**src/logic/bte_pkg.sv**
```systemverilog
package bte_pkg;

  // --------------------------------------------------
  // Payload and record types
  // --------------------------------------------------

  typedef logic [3:0] err_code_t;
  typedef logic [1:0] target_t;
  typedef logic [1:0] pair_t;
  typedef logic [7:0] ascii_t;

  // One injected error as queued
  typedef struct packed {
    target_t   target;
    err_code_t code;
  } error_rec_t;

  // One snapshot of the synchronized inputs
  typedef struct packed {
    pair_t prime;
    pair_t alive;
  } status_rec_t;

  // Tag digit leads, then three payload digits
  typedef struct packed {
    logic [3:0] tag;
    logic [3:0] digit2;
    logic [3:0] digit1;
    logic [3:0] digit0;
  } record_t;

  // --------------------------------------------------
  // Constants
  // --------------------------------------------------

  localparam target_t TARGET_CONT_A = 2'd0;
  localparam target_t TARGET_CONT_B = 2'd1;
  localparam target_t TARGET_FDU    = 2'd2;

  localparam logic [3:0] REC_TAG_ERROR  = 4'hE;
  localparam logic [3:0] REC_TAG_STATUS = 4'h5;

  localparam int QUEUE_DEPTH = 4;
  localparam int QUEUE_PTR_W = $clog2(QUEUE_DEPTH);

  // Four hex digits plus line end
  localparam int CHARS_PER_LINE = 6;
  localparam int CHAR_IDX_W     = $clog2(CHARS_PER_LINE);

  localparam ascii_t ASCII_CR      = 8'h0D;
  localparam ascii_t ASCII_LF      = 8'h0A;
  localparam ascii_t ASCII_ZERO    = 8'h30;
  localparam ascii_t ASCII_UPPER_A = 8'h41;

  // 8N1 framing
  localparam int CLKS_PER_BIT = 16;
  localparam int BAUD_CNT_W   = $clog2(CLKS_PER_BIT);
  localparam int FRAME_BITS   = 10;
  localparam int BIT_CNT_W    = $clog2(FRAME_BITS);

endpackage
```
**src/logic/bte_top.sv**
```systemverilog
`timescale 1ns/1ps

module bte_top
  import bte_pkg::*;
(
  input  logic      clk,
  input  logic      arst_n,
  input  logic      start,
  input  target_t   target_select,
  input  err_code_t type_select,
  input  pair_t     prime,
  input  pair_t     alive,
  output err_code_t error_cont_a,
  output err_code_t error_cont_b,
  output pair_t     error_cont_fdu,
  output pair_t     prime_status,
  output pair_t     alive_status,
  output logic      serial
);

  // Error path
  logic        error_push;
  error_rec_t  error_rec;
  logic        error_empty;
  error_rec_t  error_data;
  logic        error_read;

  // Status path
  logic        status_push;
  status_rec_t status_rec;
  logic        status_empty;
  status_rec_t status_data;
  logic        status_read;

  // Record and byte stream
  logic        record_write;
  record_t     record;
  logic        serializer_busy;
  ascii_t      ascii_data;
  logic        ascii_empty;
  logic        ascii_read;

  // --------------------------------------------------
  // Record sources
  // --------------------------------------------------

  error_injector u_error_injector (
    .clk            (clk),
    .arst_n         (arst_n),
    .start          (start),
    .target_select  (target_select),
    .type_select    (type_select),
    .error_cont_a   (error_cont_a),
    .error_cont_b   (error_cont_b),
    .error_cont_fdu (error_cont_fdu),
    .push           (error_push),
    .rec            (error_rec)
  );

  status_monitor u_status_monitor (
    .clk          (clk),
    .arst_n       (arst_n),
    .prime        (prime),
    .alive        (alive),
    .prime_status (prime_status),
    .alive_status (alive_status),
    .push         (status_push),
    .rec          (status_rec)
  );

  // --------------------------------------------------
  // Queues and arbitration
  // --------------------------------------------------

  record_queue #(
    .payload_t (error_rec_t)
  ) u_error_queue (
    .clk    (clk),
    .arst_n (arst_n),
    .push   (error_push),
    .wdata  (error_rec),
    .read   (error_read),
    .rdata  (error_data),
    .empty  (error_empty)
  );

  record_queue #(
    .payload_t (status_rec_t)
  ) u_status_queue (
    .clk    (clk),
    .arst_n (arst_n),
    .push   (status_push),
    .wdata  (status_rec),
    .read   (status_read),
    .rdata  (status_data),
    .empty  (status_empty)
  );

  record_arbiter u_record_arbiter (
    .clk             (clk),
    .arst_n          (arst_n),
    .error_empty     (error_empty),
    .error_data      (error_data),
    .status_empty    (status_empty),
    .status_data     (status_data),
    .serializer_busy (serializer_busy),
    .error_read      (error_read),
    .status_read     (status_read),
    .record_write    (record_write),
    .record          (record)
  );

  // --------------------------------------------------
  // Serial report
  // --------------------------------------------------

  record_serializer u_record_serializer (
    .clk          (clk),
    .arst_n       (arst_n),
    .record_write (record_write),
    .record       (record),
    .ascii_read   (ascii_read),
    .ascii_data   (ascii_data),
    .ascii_empty  (ascii_empty),
    .busy         (serializer_busy)
  );

  uart_tx u_uart_tx (
    .clk         (clk),
    .arst_n      (arst_n),
    .ascii_data  (ascii_data),
    .ascii_empty (ascii_empty),
    .ascii_read  (ascii_read),
    .serial      (serial)
  );

endmodule

```
**src/logic/uart_tx.sv**
```systemverilog
`timescale 1ns/1ps

module uart_tx
  import bte_pkg::*;
(
  input  logic   clk,
  input  logic   arst_n,
  input  ascii_t ascii_data,
  input  logic   ascii_empty,
  output logic   ascii_read,
  output logic   serial
);

  localparam logic [BAUD_CNT_W-1:0] BAUD_LAST = BAUD_CNT_W'(CLKS_PER_BIT - 1);
  localparam logic [BIT_CNT_W-1:0]  STOP_BIT  = BIT_CNT_W'(FRAME_BITS - 1);

  logic                  sending;
  logic [BAUD_CNT_W-1:0] baud_cnt;
  logic [BIT_CNT_W-1:0]  bit_cnt;
  logic [8:0]            shift;
  logic                  bit_end;

  // Pull a byte only between frames
  assign ascii_read = ~sending & ~ascii_empty;
  assign bit_end    = (baud_cnt == BAUD_LAST);

  // --------------------------------------------------
  // Frame control
  // --------------------------------------------------

  always_ff @(posedge clk or negedge arst_n) begin
    if (!arst_n) begin
      sending  <= 1'b0;
      baud_cnt <= '0;
      bit_cnt  <= '0;
      serial   <= 1'b1;
    end else if (ascii_read) begin
      // Start bit goes out with the read
      sending  <= 1'b1;
      baud_cnt <= '0;
      bit_cnt  <= '0;
      serial   <= 1'b0;
    end else if (sending) begin
      if (bit_end) begin
        baud_cnt <= '0;
        if (bit_cnt == STOP_BIT) begin
          sending <= 1'b0;
          serial  <= 1'b1;
        end else begin
          bit_cnt <= bit_cnt + 1'b1;
          serial  <= shift[0];
        end
      end else begin
        baud_cnt <= baud_cnt + 1'b1;
      end
    end
  end

  // Data LSB first, stop bit parked on top
  always_ff @(posedge clk) begin
    if (ascii_read) begin
      shift <= {1'b1, ascii_data};
    end else if (sending && bit_end) begin
      shift <= {1'b1, shift[8:1]};
    end
  end

endmodule

```
**src/logic/record_serializer.sv**
```systemverilog
`timescale 1ns/1ps

module record_serializer
  import bte_pkg::*;
(
  input  logic    clk,
  input  logic    arst_n,
  input  logic    record_write,
  input  record_t record,
  input  logic    ascii_read,
  output ascii_t  ascii_data,
  output logic    ascii_empty,
  output logic    busy
);

  localparam logic [CHAR_IDX_W-1:0] IDX_LAST = CHAR_IDX_W'(CHARS_PER_LINE - 1);

  record_t               record_q;
  logic [CHAR_IDX_W-1:0] char_idx;

  // Upper-case hex digit
  function automatic ascii_t hex_char(input logic [3:0] nib);
    if (nib < 4'd10) begin
      return ASCII_ZERO + {4'h0, nib};
    end
    return ASCII_UPPER_A + {4'h0, nib - 4'd10};
  endfunction

  // Byte available for the whole line
  assign ascii_empty = ~busy;

  // --------------------------------------------------
  // Line sequencing
  // --------------------------------------------------

  always_ff @(posedge clk or negedge arst_n) begin
    if (!arst_n) begin
      busy     <= 1'b0;
      char_idx <= '0;
    end else if (record_write) begin
      busy     <= 1'b1;
      char_idx <= '0;
    end else if (ascii_read && busy) begin
      // Line done on the LF read
      if (char_idx == IDX_LAST) begin
        busy     <= 1'b0;
        char_idx <= '0;
      end else begin
        char_idx <= char_idx + 1'b1;
      end
    end
  end

  always_ff @(posedge clk) begin
    if (record_write) begin
      record_q <= record;
    end
  end

  // --------------------------------------------------
  // Character select
  // --------------------------------------------------

  // Most significant digit first
  always_comb begin
    case (char_idx)
      3'd0:    ascii_data = hex_char(record_q.tag);
      3'd1:    ascii_data = hex_char(record_q.digit2);
      3'd2:    ascii_data = hex_char(record_q.digit1);
      3'd3:    ascii_data = hex_char(record_q.digit0);
      3'd4:    ascii_data = ASCII_CR;
      default: ascii_data = ASCII_LF;
    endcase
  end

endmodule

```
**src/logic/record_arbiter.sv**
```systemverilog
`timescale 1ns/1ps

module record_arbiter
  import bte_pkg::*;
(
  input  logic        clk,
  input  logic        arst_n,
  input  logic        error_empty,
  input  error_rec_t  error_data,
  input  logic        status_empty,
  input  status_rec_t status_data,
  input  logic        serializer_busy,
  output logic        error_read,
  output logic        status_read,
  output logic        record_write,
  output record_t     record
);

  logic can_issue;
  logic pick_error;
  logic pick_status;

  // Cycle of record_write is the hold-off while busy rises
  assign can_issue = ~serializer_busy & ~record_write;

  // Fixed priority, errors first
  assign pick_error  = can_issue & ~error_empty;
  assign pick_status = can_issue & error_empty & ~status_empty;

  always_ff @(posedge clk or negedge arst_n) begin
    if (!arst_n) begin
      error_read   <= 1'b0;
      status_read  <= 1'b0;
      record_write <= 1'b0;
    end else begin
      error_read   <= pick_error;
      status_read  <= pick_status;
      record_write <= pick_error | pick_status;
    end
  end

  // Tagged record, digit2 always zero
  always_ff @(posedge clk) begin
    if (pick_error) begin
      record.tag    <= REC_TAG_ERROR;
      record.digit2 <= 4'h0;
      record.digit1 <= {2'b00, error_data.target};
      record.digit0 <= error_data.code;
    end else if (pick_status) begin
      record.tag    <= REC_TAG_STATUS;
      record.digit2 <= 4'h0;
      record.digit1 <= {2'b00, status_data.prime};
      record.digit0 <= {2'b00, status_data.alive};
    end
  end

endmodule

```
**src/logic/status_monitor.sv**
```systemverilog
`timescale 1ns/1ps

module status_monitor
  import bte_pkg::*;
(
  input  logic        clk,
  input  logic        arst_n,
  input  pair_t       prime,
  input  pair_t       alive,
  output pair_t       prime_status,
  output pair_t       alive_status,
  output logic        push,
  output status_rec_t rec
);

  status_rec_t sync_meta;
  status_rec_t sync_stable;
  status_rec_t held;

  // Held copy is the exported status
  assign prime_status = held.prime;
  assign alive_status = held.alive;

  // Two-flop synchronizer, then compare against held copy
  always_ff @(posedge clk or negedge arst_n) begin
    if (!arst_n) begin
      sync_meta   <= '0;
      sync_stable <= '0;
      held        <= '0;
      push        <= 1'b0;
    end else begin
      sync_meta   <= {prime, alive};
      sync_stable <= sync_meta;
      held        <= sync_stable;
      // Any bit change gives one record
      push        <= (sync_stable != held);
    end
  end

  // New values travel with the push
  always_ff @(posedge clk) begin
    if (sync_stable != held) begin
      rec <= sync_stable;
    end
  end

endmodule

```
**src/logic/error_injector.sv**
```systemverilog
`timescale 1ns/1ps

module error_injector
  import bte_pkg::*;
(
  input  logic       clk,
  input  logic       arst_n,
  input  logic       start,
  input  target_t    target_select,
  input  err_code_t  type_select,
  output err_code_t  error_cont_a,
  output err_code_t  error_cont_b,
  output pair_t      error_cont_fdu,
  output logic       push,
  output error_rec_t rec
);

  // --------------------------------------------------
  // Target registers
  // --------------------------------------------------

  always_ff @(posedge clk or negedge arst_n) begin
    if (!arst_n) begin
      error_cont_a   <= '0;
      error_cont_b   <= '0;
      error_cont_fdu <= '0;
      push           <= 1'b0;
    end else begin
      // One record per start cycle
      push <= start;
      if (start) begin
        // Only the selected target keeps a code
        error_cont_a   <= '0;
        error_cont_b   <= '0;
        error_cont_fdu <= '0;
        case (target_select)
          TARGET_CONT_A: error_cont_a   <= type_select;
          TARGET_CONT_B: error_cont_b   <= type_select;
          // FDU has a 2-bit error input
          TARGET_FDU:    error_cont_fdu <= type_select[1:0];
          // Target 3 leaves all cleared
          default:       error_cont_a   <= '0;
        endcase
      end
    end
  end

  // --------------------------------------------------
  // Record for the error queue
  // --------------------------------------------------

  // Valid alongside push
  always_ff @(posedge clk) begin
    if (start) begin
      rec.target <= target_select;
      rec.code   <= type_select;
    end
  end

endmodule

```
**src/logic/record_queue.sv**
```systemverilog
`timescale 1ns/1ps

module record_queue
  import bte_pkg::*;
#(
  parameter type payload_t = logic [7:0]
) (
  input  logic     clk,
  input  logic     arst_n,
  input  logic     push,
  input  payload_t wdata,
  input  logic     read,
  output payload_t rdata,
  output logic     empty
);

  localparam logic [QUEUE_PTR_W-1:0] PTR_LAST = QUEUE_PTR_W'(QUEUE_DEPTH - 1);

  payload_t               mem [QUEUE_DEPTH];
  logic [QUEUE_PTR_W-1:0] wr_ptr;
  logic [QUEUE_PTR_W-1:0] rd_ptr;
  logic [QUEUE_PTR_W:0]   count;
  logic                   full;
  logic                   do_push;
  logic                   do_pop;

  assign full  = (count == (QUEUE_PTR_W + 1)'(QUEUE_DEPTH));
  assign empty = (count == '0);

  // Push into a full queue is lost
  assign do_push = push & ~full;
  assign do_pop  = read & ~empty;

  // Show-ahead head entry
  assign rdata = mem[rd_ptr];

  always_ff @(posedge clk) begin
    if (do_push) begin
      mem[wr_ptr] <= wdata;
    end
  end

  always_ff @(posedge clk or negedge arst_n) begin
    if (!arst_n) begin
      wr_ptr <= '0;
      rd_ptr <= '0;
      count  <= '0;
    end else begin
      if (do_push) begin
        wr_ptr <= (wr_ptr == PTR_LAST) ? '0 : wr_ptr + 1'b1;
      end
      if (do_pop) begin
        rd_ptr <= (rd_ptr == PTR_LAST) ? '0 : rd_ptr + 1'b1;
      end
      // Count moves only when one side acts alone
      case ({do_push, do_pop})
        2'b10:   count <= count + 1'b1;
        2'b01:   count <= count - 1'b1;
        default: count <= count;
      endcase
    end
  end

endmodule

```
**config.mk**
```make
export PLATFORM = sky130hd
export DESIGN_NAME = bte_top
export DESIGN_NICKNAME = d
export VERILOG_FILES = /design/src/logic/bte_pkg.sv /design/src/logic/bte_top.sv /design/src/logic/uart_tx.sv /design/src/logic/record_serializer.sv /design/src/logic/record_arbiter.sv /design/src/logic/status_monitor.sv /design/src/logic/error_injector.sv /design/src/logic/record_queue.sv
export SDC_FILE = /design/constraint.sdc
export NUM_CORES = 1
export LEC_CHECK = 0
export BUFFER_PORTS_ARGS = -buffer_cell sky130_fd_sc_hd__buf_2
export CORE_ASPECT_RATIO = 0.9
export CORE_MARGIN = 10
export CORE_UTILIZATION = 44
export DETAILED_ROUTE_END_ITERATION = 10
export SLEW_MARGIN = 10
export SYNTH_ARGS = -nofsm -noshare
export SYNTH_HDL_FRONTEND = slang
export SYNTH_SLANG_ARGS = --single-unit
```
**constraint.sdc**
```tcl
create_clock -name clk -period 2.16 [get_ports clk]
set_input_delay 0.324 -clock clk [delete_from_list [all_inputs] [get_ports clk]]
set_output_delay 0.324 -clock clk [all_outputs]
set_load 0.005 [all_outputs]
```
; After elaboration in Yosys (flattened, before gate mapping)
; Memory sizes are Yosys's and may differ from the RTL's.
; Index checks and enable logic that the tools add are counted.
[totals]
reg_bits = 91
mem_bits_rw = 40
out_inout_bits = 15
word_cells = 170
mem_count = 2
[mem_list]
columns = memory, words, width, rd, rd_clocked_by_memory_dff, write_ports, line
row1 = u_error_queue.mem, 4, 6, 1, 0, 1, record_queue.sv:19  ; payload_t mem [QUEUE_DEPTH];
row2 = u_status_queue.mem, 4, 4, 1, 0, 1, record_queue.sv:19
[op_classes]
n_addsub = 20
magnitude_cmp = 3
eq_ne = 21
n_mux = 53
n_bitwise = 17
n_reduce_logical = 17
[ops]
columns = cell, count
row1 = 8-bit two-way mux, 8
row2 = 8-bit one-hot mux with 5 select lines, 1
row3 = 4-bit two-way mux, 9
row4 = "7-bit by 4-bit adder with 8-bit output, first input constant", 3
row5 = 1-bit two-way mux, 22
row6 = 2-bit nonzero test, 8
row7 = "6-bit by 4-bit adder with 7-bit output, first input constant", 2
row8 = "2-bit equality test, second input constant", 7
row9 = "3-bit equality test, second input constant", 4
row10 = 6-bit two-way mux, 2
row11 = 3-bit one-hot mux with 2 select lines, 2
row12 = 2-bit two-way mux, 5
row13 = "3-bit by 1-bit adder with 3-bit output, second input constant", 3
row14 = 1-bit AND, 9
row15 = 3-bit zero test, 3
row16 = 3-bit two-way mux, 3
row17 = "2-bit by 1-bit adder with 2-bit output, second input constant", 4
row18 = "4-bit by 1-bit adder with 4-bit output, second input constant", 2
row19 = "4-bit equality test, second input constant", 2
row20 = "4-bit < comparator, second input constant", 2
row21 = "4-bit subtractor, second input constant", 2
row22 = "6-bit by 2-bit adder with 7-bit output, first input constant", 1
row23 = 7-bit two-way mux, 1
row24 = 1-bit NOT, 7
row25 = 13 further kinds, 19

; Depth between registers and ports, before layout
[depth]
ltp_word = 6
depth_mapped = 9

; By module
; A second synthesis with hierarchy kept.
[unflattened]
cells_unflattened = 454
hier_area_um2 = 6256.0
[modules_own_cells]
columns = module, n_inst, cells_each, area_per_inst_um2, seq_area_each_um2
row1 = record_serializer, 1, 148, 1416.4, 580.6
row2 = record_queue at u_error_queue, 1, 73, 1337.5, 895.9
row3 = record_queue at u_status_queue, 1, 61, 1053.5, 655.6
row4 = uart_tx, 1, 70, 855.8, 491.7
row5 = error_injector, 1, 45, 628.1, 455.4
row6 = status_monitor, 1, 22, 486.7, 445.4
row7 = record_arbiter, 1, 35, 478.0, 295.3

; Worst setup path before layout
; No wires, ideal clock.
[synth_path]
path_kind = reg-to-reg
startpoint = register u_error_queue.count[0]
endpoint = register u_error_queue.count[2]
setup_time_ps = 125
arrival_ps = 1697
required_time_ps = 2035
slack_ps = 338
path_stages_with_launch = 10
path_buffers = 0
synth_period_minus_slack_ps = 1822
cell_sequence = dfrtp_1 > or3_4 > nand2_1 > inv_1 > ha_1 > inv_1 > fa_1 > xor2_1 > nor2_1 > xor2_1
[synth_between]
elab_chain_cells = 5
word_cells_on_any_way = 12
[synth_rtl]
columns = element, line
row1 = from (decl), record_queue.sv:22  ; logic [QUEUE_PTR_W:0] count;
row2 = from (signal assigned), record_queue.sv:57  ; 2'b10: count <= count + 1'b1;
row3 = from (signal assigned), record_queue.sv:58  ; 2'b01: count <= count - 1'b1;
row4 = from (signal assigned), record_queue.sv:59  ; default: count <= count;
row5 = 3-bit zero test (*), record_queue.sv:28  ; assign empty = (count == '0);
row6 = 1-bit NOT (*), record_queue.sv:32  ; assign do_pop = read & ~empty;
row7 = 1-bit AND (*), record_queue.sv:32
row8 = net u_error_queue.do_pop, record_queue.sv:25  ; logic do_pop;
row9 = 2-bit by 1-bit equality test with 1-bit output or 2-bit equality test (tied branches), record_queue.sv:56  ; case ({do_push, do_pop})
row10 = 3-bit one-hot mux with 2 select lines or 2-bit nonzero test (tied branches), --
; The timed path passes the listed nets; every way through them passes the cells marked *.
; A chain may end at the register's enable or synchronous reset.

; Final worst setup path
[layout_path]
startpoint = register u_status_queue.count[1]
endpoint = register u_status_queue.count[2]
[layout_between]
elab_chain_cells = 5
word_cells_on_any_way = 12
[layout_rtl]
columns = element, line
row1 = from (decl), record_queue.sv:22
row2 = from (signal assigned), record_queue.sv:57
row3 = from (signal assigned), record_queue.sv:58
row4 = from (signal assigned), record_queue.sv:59
row5 = 3-bit zero test (*), record_queue.sv:28
row6 = 1-bit NOT (*), record_queue.sv:32
row7 = 1-bit AND (*), record_queue.sv:32
row8 = net u_status_queue.do_pop, record_queue.sv:25
row9 = 2-bit by 1-bit equality test with 1-bit output or 2-bit equality test (tied branches), record_queue.sv:56
row10 = 3-bit one-hot mux with 2 select lines or 2-bit nonzero test (tied branches), --
; Marks and branches as above.

==> summary.txt <==
Clock network
  – CTS root buffer: clkbuf_16
  – Clock sink total: 129
  – H-tree depth: 4
  – Clock Latency Late Sink: 420 ps
  – Maximum clock insertion buffer count: 2
  – Clk slew on worst S/H paths: 60 ps
  – Resize count post-CTS: 0
  – Total CTS buffers: 17
  – CTS tree: done

Floorplan
  – Initial Util: 44.6%
  – Die area: 16,900 sq um
  – Die H: 124 microns
  – FP Rows: 38
  – Ports: 28
  – Core area: 11,900 sq um
  – Die W: 136 microns

Placed design
  – Dpl cell area: 5660 sq um
  – Placer Congestion: 0.796
  – Dpl hpwl: 5.98 mm
  – Total placed cells including tap cells: 561
  – IO buf count: 27

Power and ir drop
  – Power Dens Cells: 1250 nW/um^2
  – Leak: 2.61 nW
  – Maximum vdd ir drop: 0.955 mV

Global routing
  – GR Util All Layers: 11.0%
  – Grt total ovfl: 0
  – Met3 Use GR: 5.04%
  – Met1 GRT Util: 12.6%
  – Initial antenna violation count: 0
  – First-pass GRT wire length: 14.8 mm
  – GR Layer Usage met2: 17.9%
  – Vias in the first global route: 3,186
  – Most used routing layer in global routing: met2
  – Pin count of the biggest net entering global routing: 31

Logic synthesis
  – Top_reg_cell synth: edfxtp_1
  – Async SR Flop Fraction: 42.6%
  – Mapped cell area: 5330 sq um
  – Library cells used by synthesis: 50
  – Post-Syn Instances: 379
  – EDFF count, synth: 72
  – Post-synthesis sequential area ratio: 67.2%
  – Synth Warn #: 0
  – Post-synthesis net count: 415
  – #FFs+latches synth: 129
  – Syn Area/Cell: 14.1 sq um

Drt
  – Antenna Nets Post-Route: 0
  – WL/cell: 14.2 microns
  – Drt via density: 4.94
  – DRC Markers: 0
  – Initial drt markers: 171
  – Drt total wl: 8.49 mm
  – Via count: 2,955
  – 1st-pass router iterations: 4

Run status
  – Status: completed

Final layout
  – N_diodes: 0
  – Final nets: 461
  – Layout area overhead: 18.3%
  – Layout Cells excl Fill: 598
  – Share of layout cells above drive strength 1: 20.1%
  – Post-Layout Inst Area: 6300 sq um

Worst setup path
  – Worst setup SP type: flip-flop
  – Type of the worst setup path: reg -> reg
  – Worst reg-to-reg setup slack: 180 ps
  – Crit end category: flip-flop
  – Worst R2R Start: u_status_queue.count[1]
  – R2R cell count: 9
  – Worst r2r dst: u_status_queue.count[2]
  – WP data arrival: 2280 ps
  – Crit Path Max Fanout: 4
  – CP Data Required Time: 2460 ps

Timing
  – Fmax achieved: 505 MHz
  – Tcrit/Tclk final: 91.7%
  – Final Critical Period: 1980 ps
  – Unrepaired setup endpoints after global routing: no
  – Setup TNS: 0 ps
  – Rel. slew slack: 60.9%
  – Fin. max-slew vios: 0
  – Slew @ Worst Pin: 586 ps
  – Setup violators final: 0
  – Clock Skew: 18.8 ps
  – Final hold viol count: 0

Min path
  – Hold Crit Start: type_select[3]
  – Worst Hold Depth: 1
  – Hold Path Sink: u_error_injector.rec[3]
  – Hold Crit Class: in -> reg

Run
  – Max_cap viols: 0
==> sequential cells by signal, indices dropped and copies added, names as in the netlist, 4 cells and up <==
signal	count
u_record_serializer.record_q	8
u_error_queue.mem	24
u_status_monitor.sync_meta	4
u_uart_tx.baud_cnt	4
u_error_injector.rec	6
u_status_monitor.rec	4
u_status_monitor.sync_stable	4
u_error_injector.error_cont_a	4
u_error_injector.error_cont_b	4
u_status_queue.mem	16
u_uart_tx.bit_cnt	4
u_record_arbiter.record	8
u_uart_tx.shift	8
==> placed cells by master (no fill, tap or decap), drive strengths merged, types with 2 or more instances in the layout <==
cell type,instances
a211oi,3
a21o,4
a21oi,10
a22o,3
a31oi,3
and2,9
and3,2
buf,33
clkbuf,20
clkinv,2
clkinvlp,2
dfrtp,54
dfxtp,2
dlygate4sd3,5
edfxtp,72
fa,2
ha,21
inv,44
mux2,6
mux2i,2
mux4,10
nand2,32
nand2b,3
nand3,8
nand4,3
nor2,15
nor3,3
o21ai,22
o22ai,10
or2,3
or3,2
xnor2,7
xor2,8
==> cells in the mapped netlist (all sizes together), types with 4 or more instances <==
master | number | area (sq um)
mux2 | 6 | 67.6
nand3 | 8 | 40.0
buf | 8 | 52.6
inv | 37 | 139
dfrtp | 54 | 1350
mux4 | 10 | 225
and2 | 9 | 56.3
o21ai | 22 | 114
o22ai | 10 | 62.6
a21oi | 10 | 50.1
xnor2 | 7 | 61.3
a21o | 4 | 30.0
xor2 | 8 | 70.1
edfxtp | 72 | 2160
nand2 | 32 | 123
nor2 | 15 | 56.3
ha | 21 | 263
==> layer usage <==
layer,up-vias,part of all wire (%)
li1,1453,-
met1,1437,46
met3,7,4.8
met4,0,0.67
met5,-,0
met2,58,49
==> per-stage QoR <==
| stage | hold slack [ps] | power [W] | util, % | setup WS (ps) |
|---|---|---|---|---|
| final | 106 | 0.00791 | 52.8 | 180 |
| after global routing | 82.5 | 0.00842 | 52.8 | 84.0 |
| after CTS | 81.0 | 0.00802 | 52.8 | 178 |
| after detailed placement | 338 | 0.00516 | 47.4 | 217 |
| after global placement | 334 | 0.00508 | 47.4 | 272 |
| after floorplan | 28.4 | 0.00474 | - | 338 |
==> critical path, stage by stage (launching register included) <==
cell	delay [ps]
dfrtp_1	400
or3_1	400
nand2_1	150
inv_1	90
ha_1	220
inv_1	70
fa_1	180
xor2_1	150
nor2_1	60
xor2_1	140
==> worst max-delay path by stage <==
stage	from	endpoint	slack, ps	cells after the start
after floorplan	u_error_queue.count[0]	u_error_queue.count[2]	340	9
after global placement	u_error_queue.count[0]	u_error_queue.count[2]	270	9
after detailed placement	u_error_queue.count[0]	u_error_queue.count[2]	220	9
after CTS	u_status_queue.count[1]	u_status_queue.count[2]	180	9
after global routing	u_status_queue.count[1]	u_status_queue.count[2]	80	9
final	u_status_queue.count[1]	u_status_queue.count[2]	180	9
==> power breakdown <==
group	internal [W]	switching, W	total, W	leakage, nW
Combinational	0.000731	0.000734	0.00147	0.961
Sequential	0.00324	0.000387	0.00362	1.36
Clock	0.00174	0.00108	0.00282	0.289
Total	0.00571	0.00220	0.00791	2.61
==> cells by family (layout without fill, tap and decap cells) <==
family          count (synthesis)  count (layout)  synth area share, %
flops                         129             129                 67.2
fa+ha+maj                      23              23                 5.68
simple gates                   83              83                 7.52
mux                            18              18                 5.87
compound gates                 63              63                 7.47
buf+inv                        48             107                 3.80
xor+xnor                       15              15                 2.47
==> repair_timing <==
action,in CTS,in global routing
endpoints found under the hold margin,29,0
hold buffers,5,0
setup endpoints to repair,0,0
setup buffers,0,0
==> area by class of cell <==
type / instances / area (sq um)
Fill cell: 995 / 5630
Sequential cell: 129 / 3580
Multi-Input combinational cell: 202 / 1550
Clock buffer: 20 / 479
Timing Repair Buffer: 38 / 243
Tap cell: 160 / 200
Inverter: 37 / 139
Clock inverter: 12 / 115
Power figures use the tool's default switching activity.
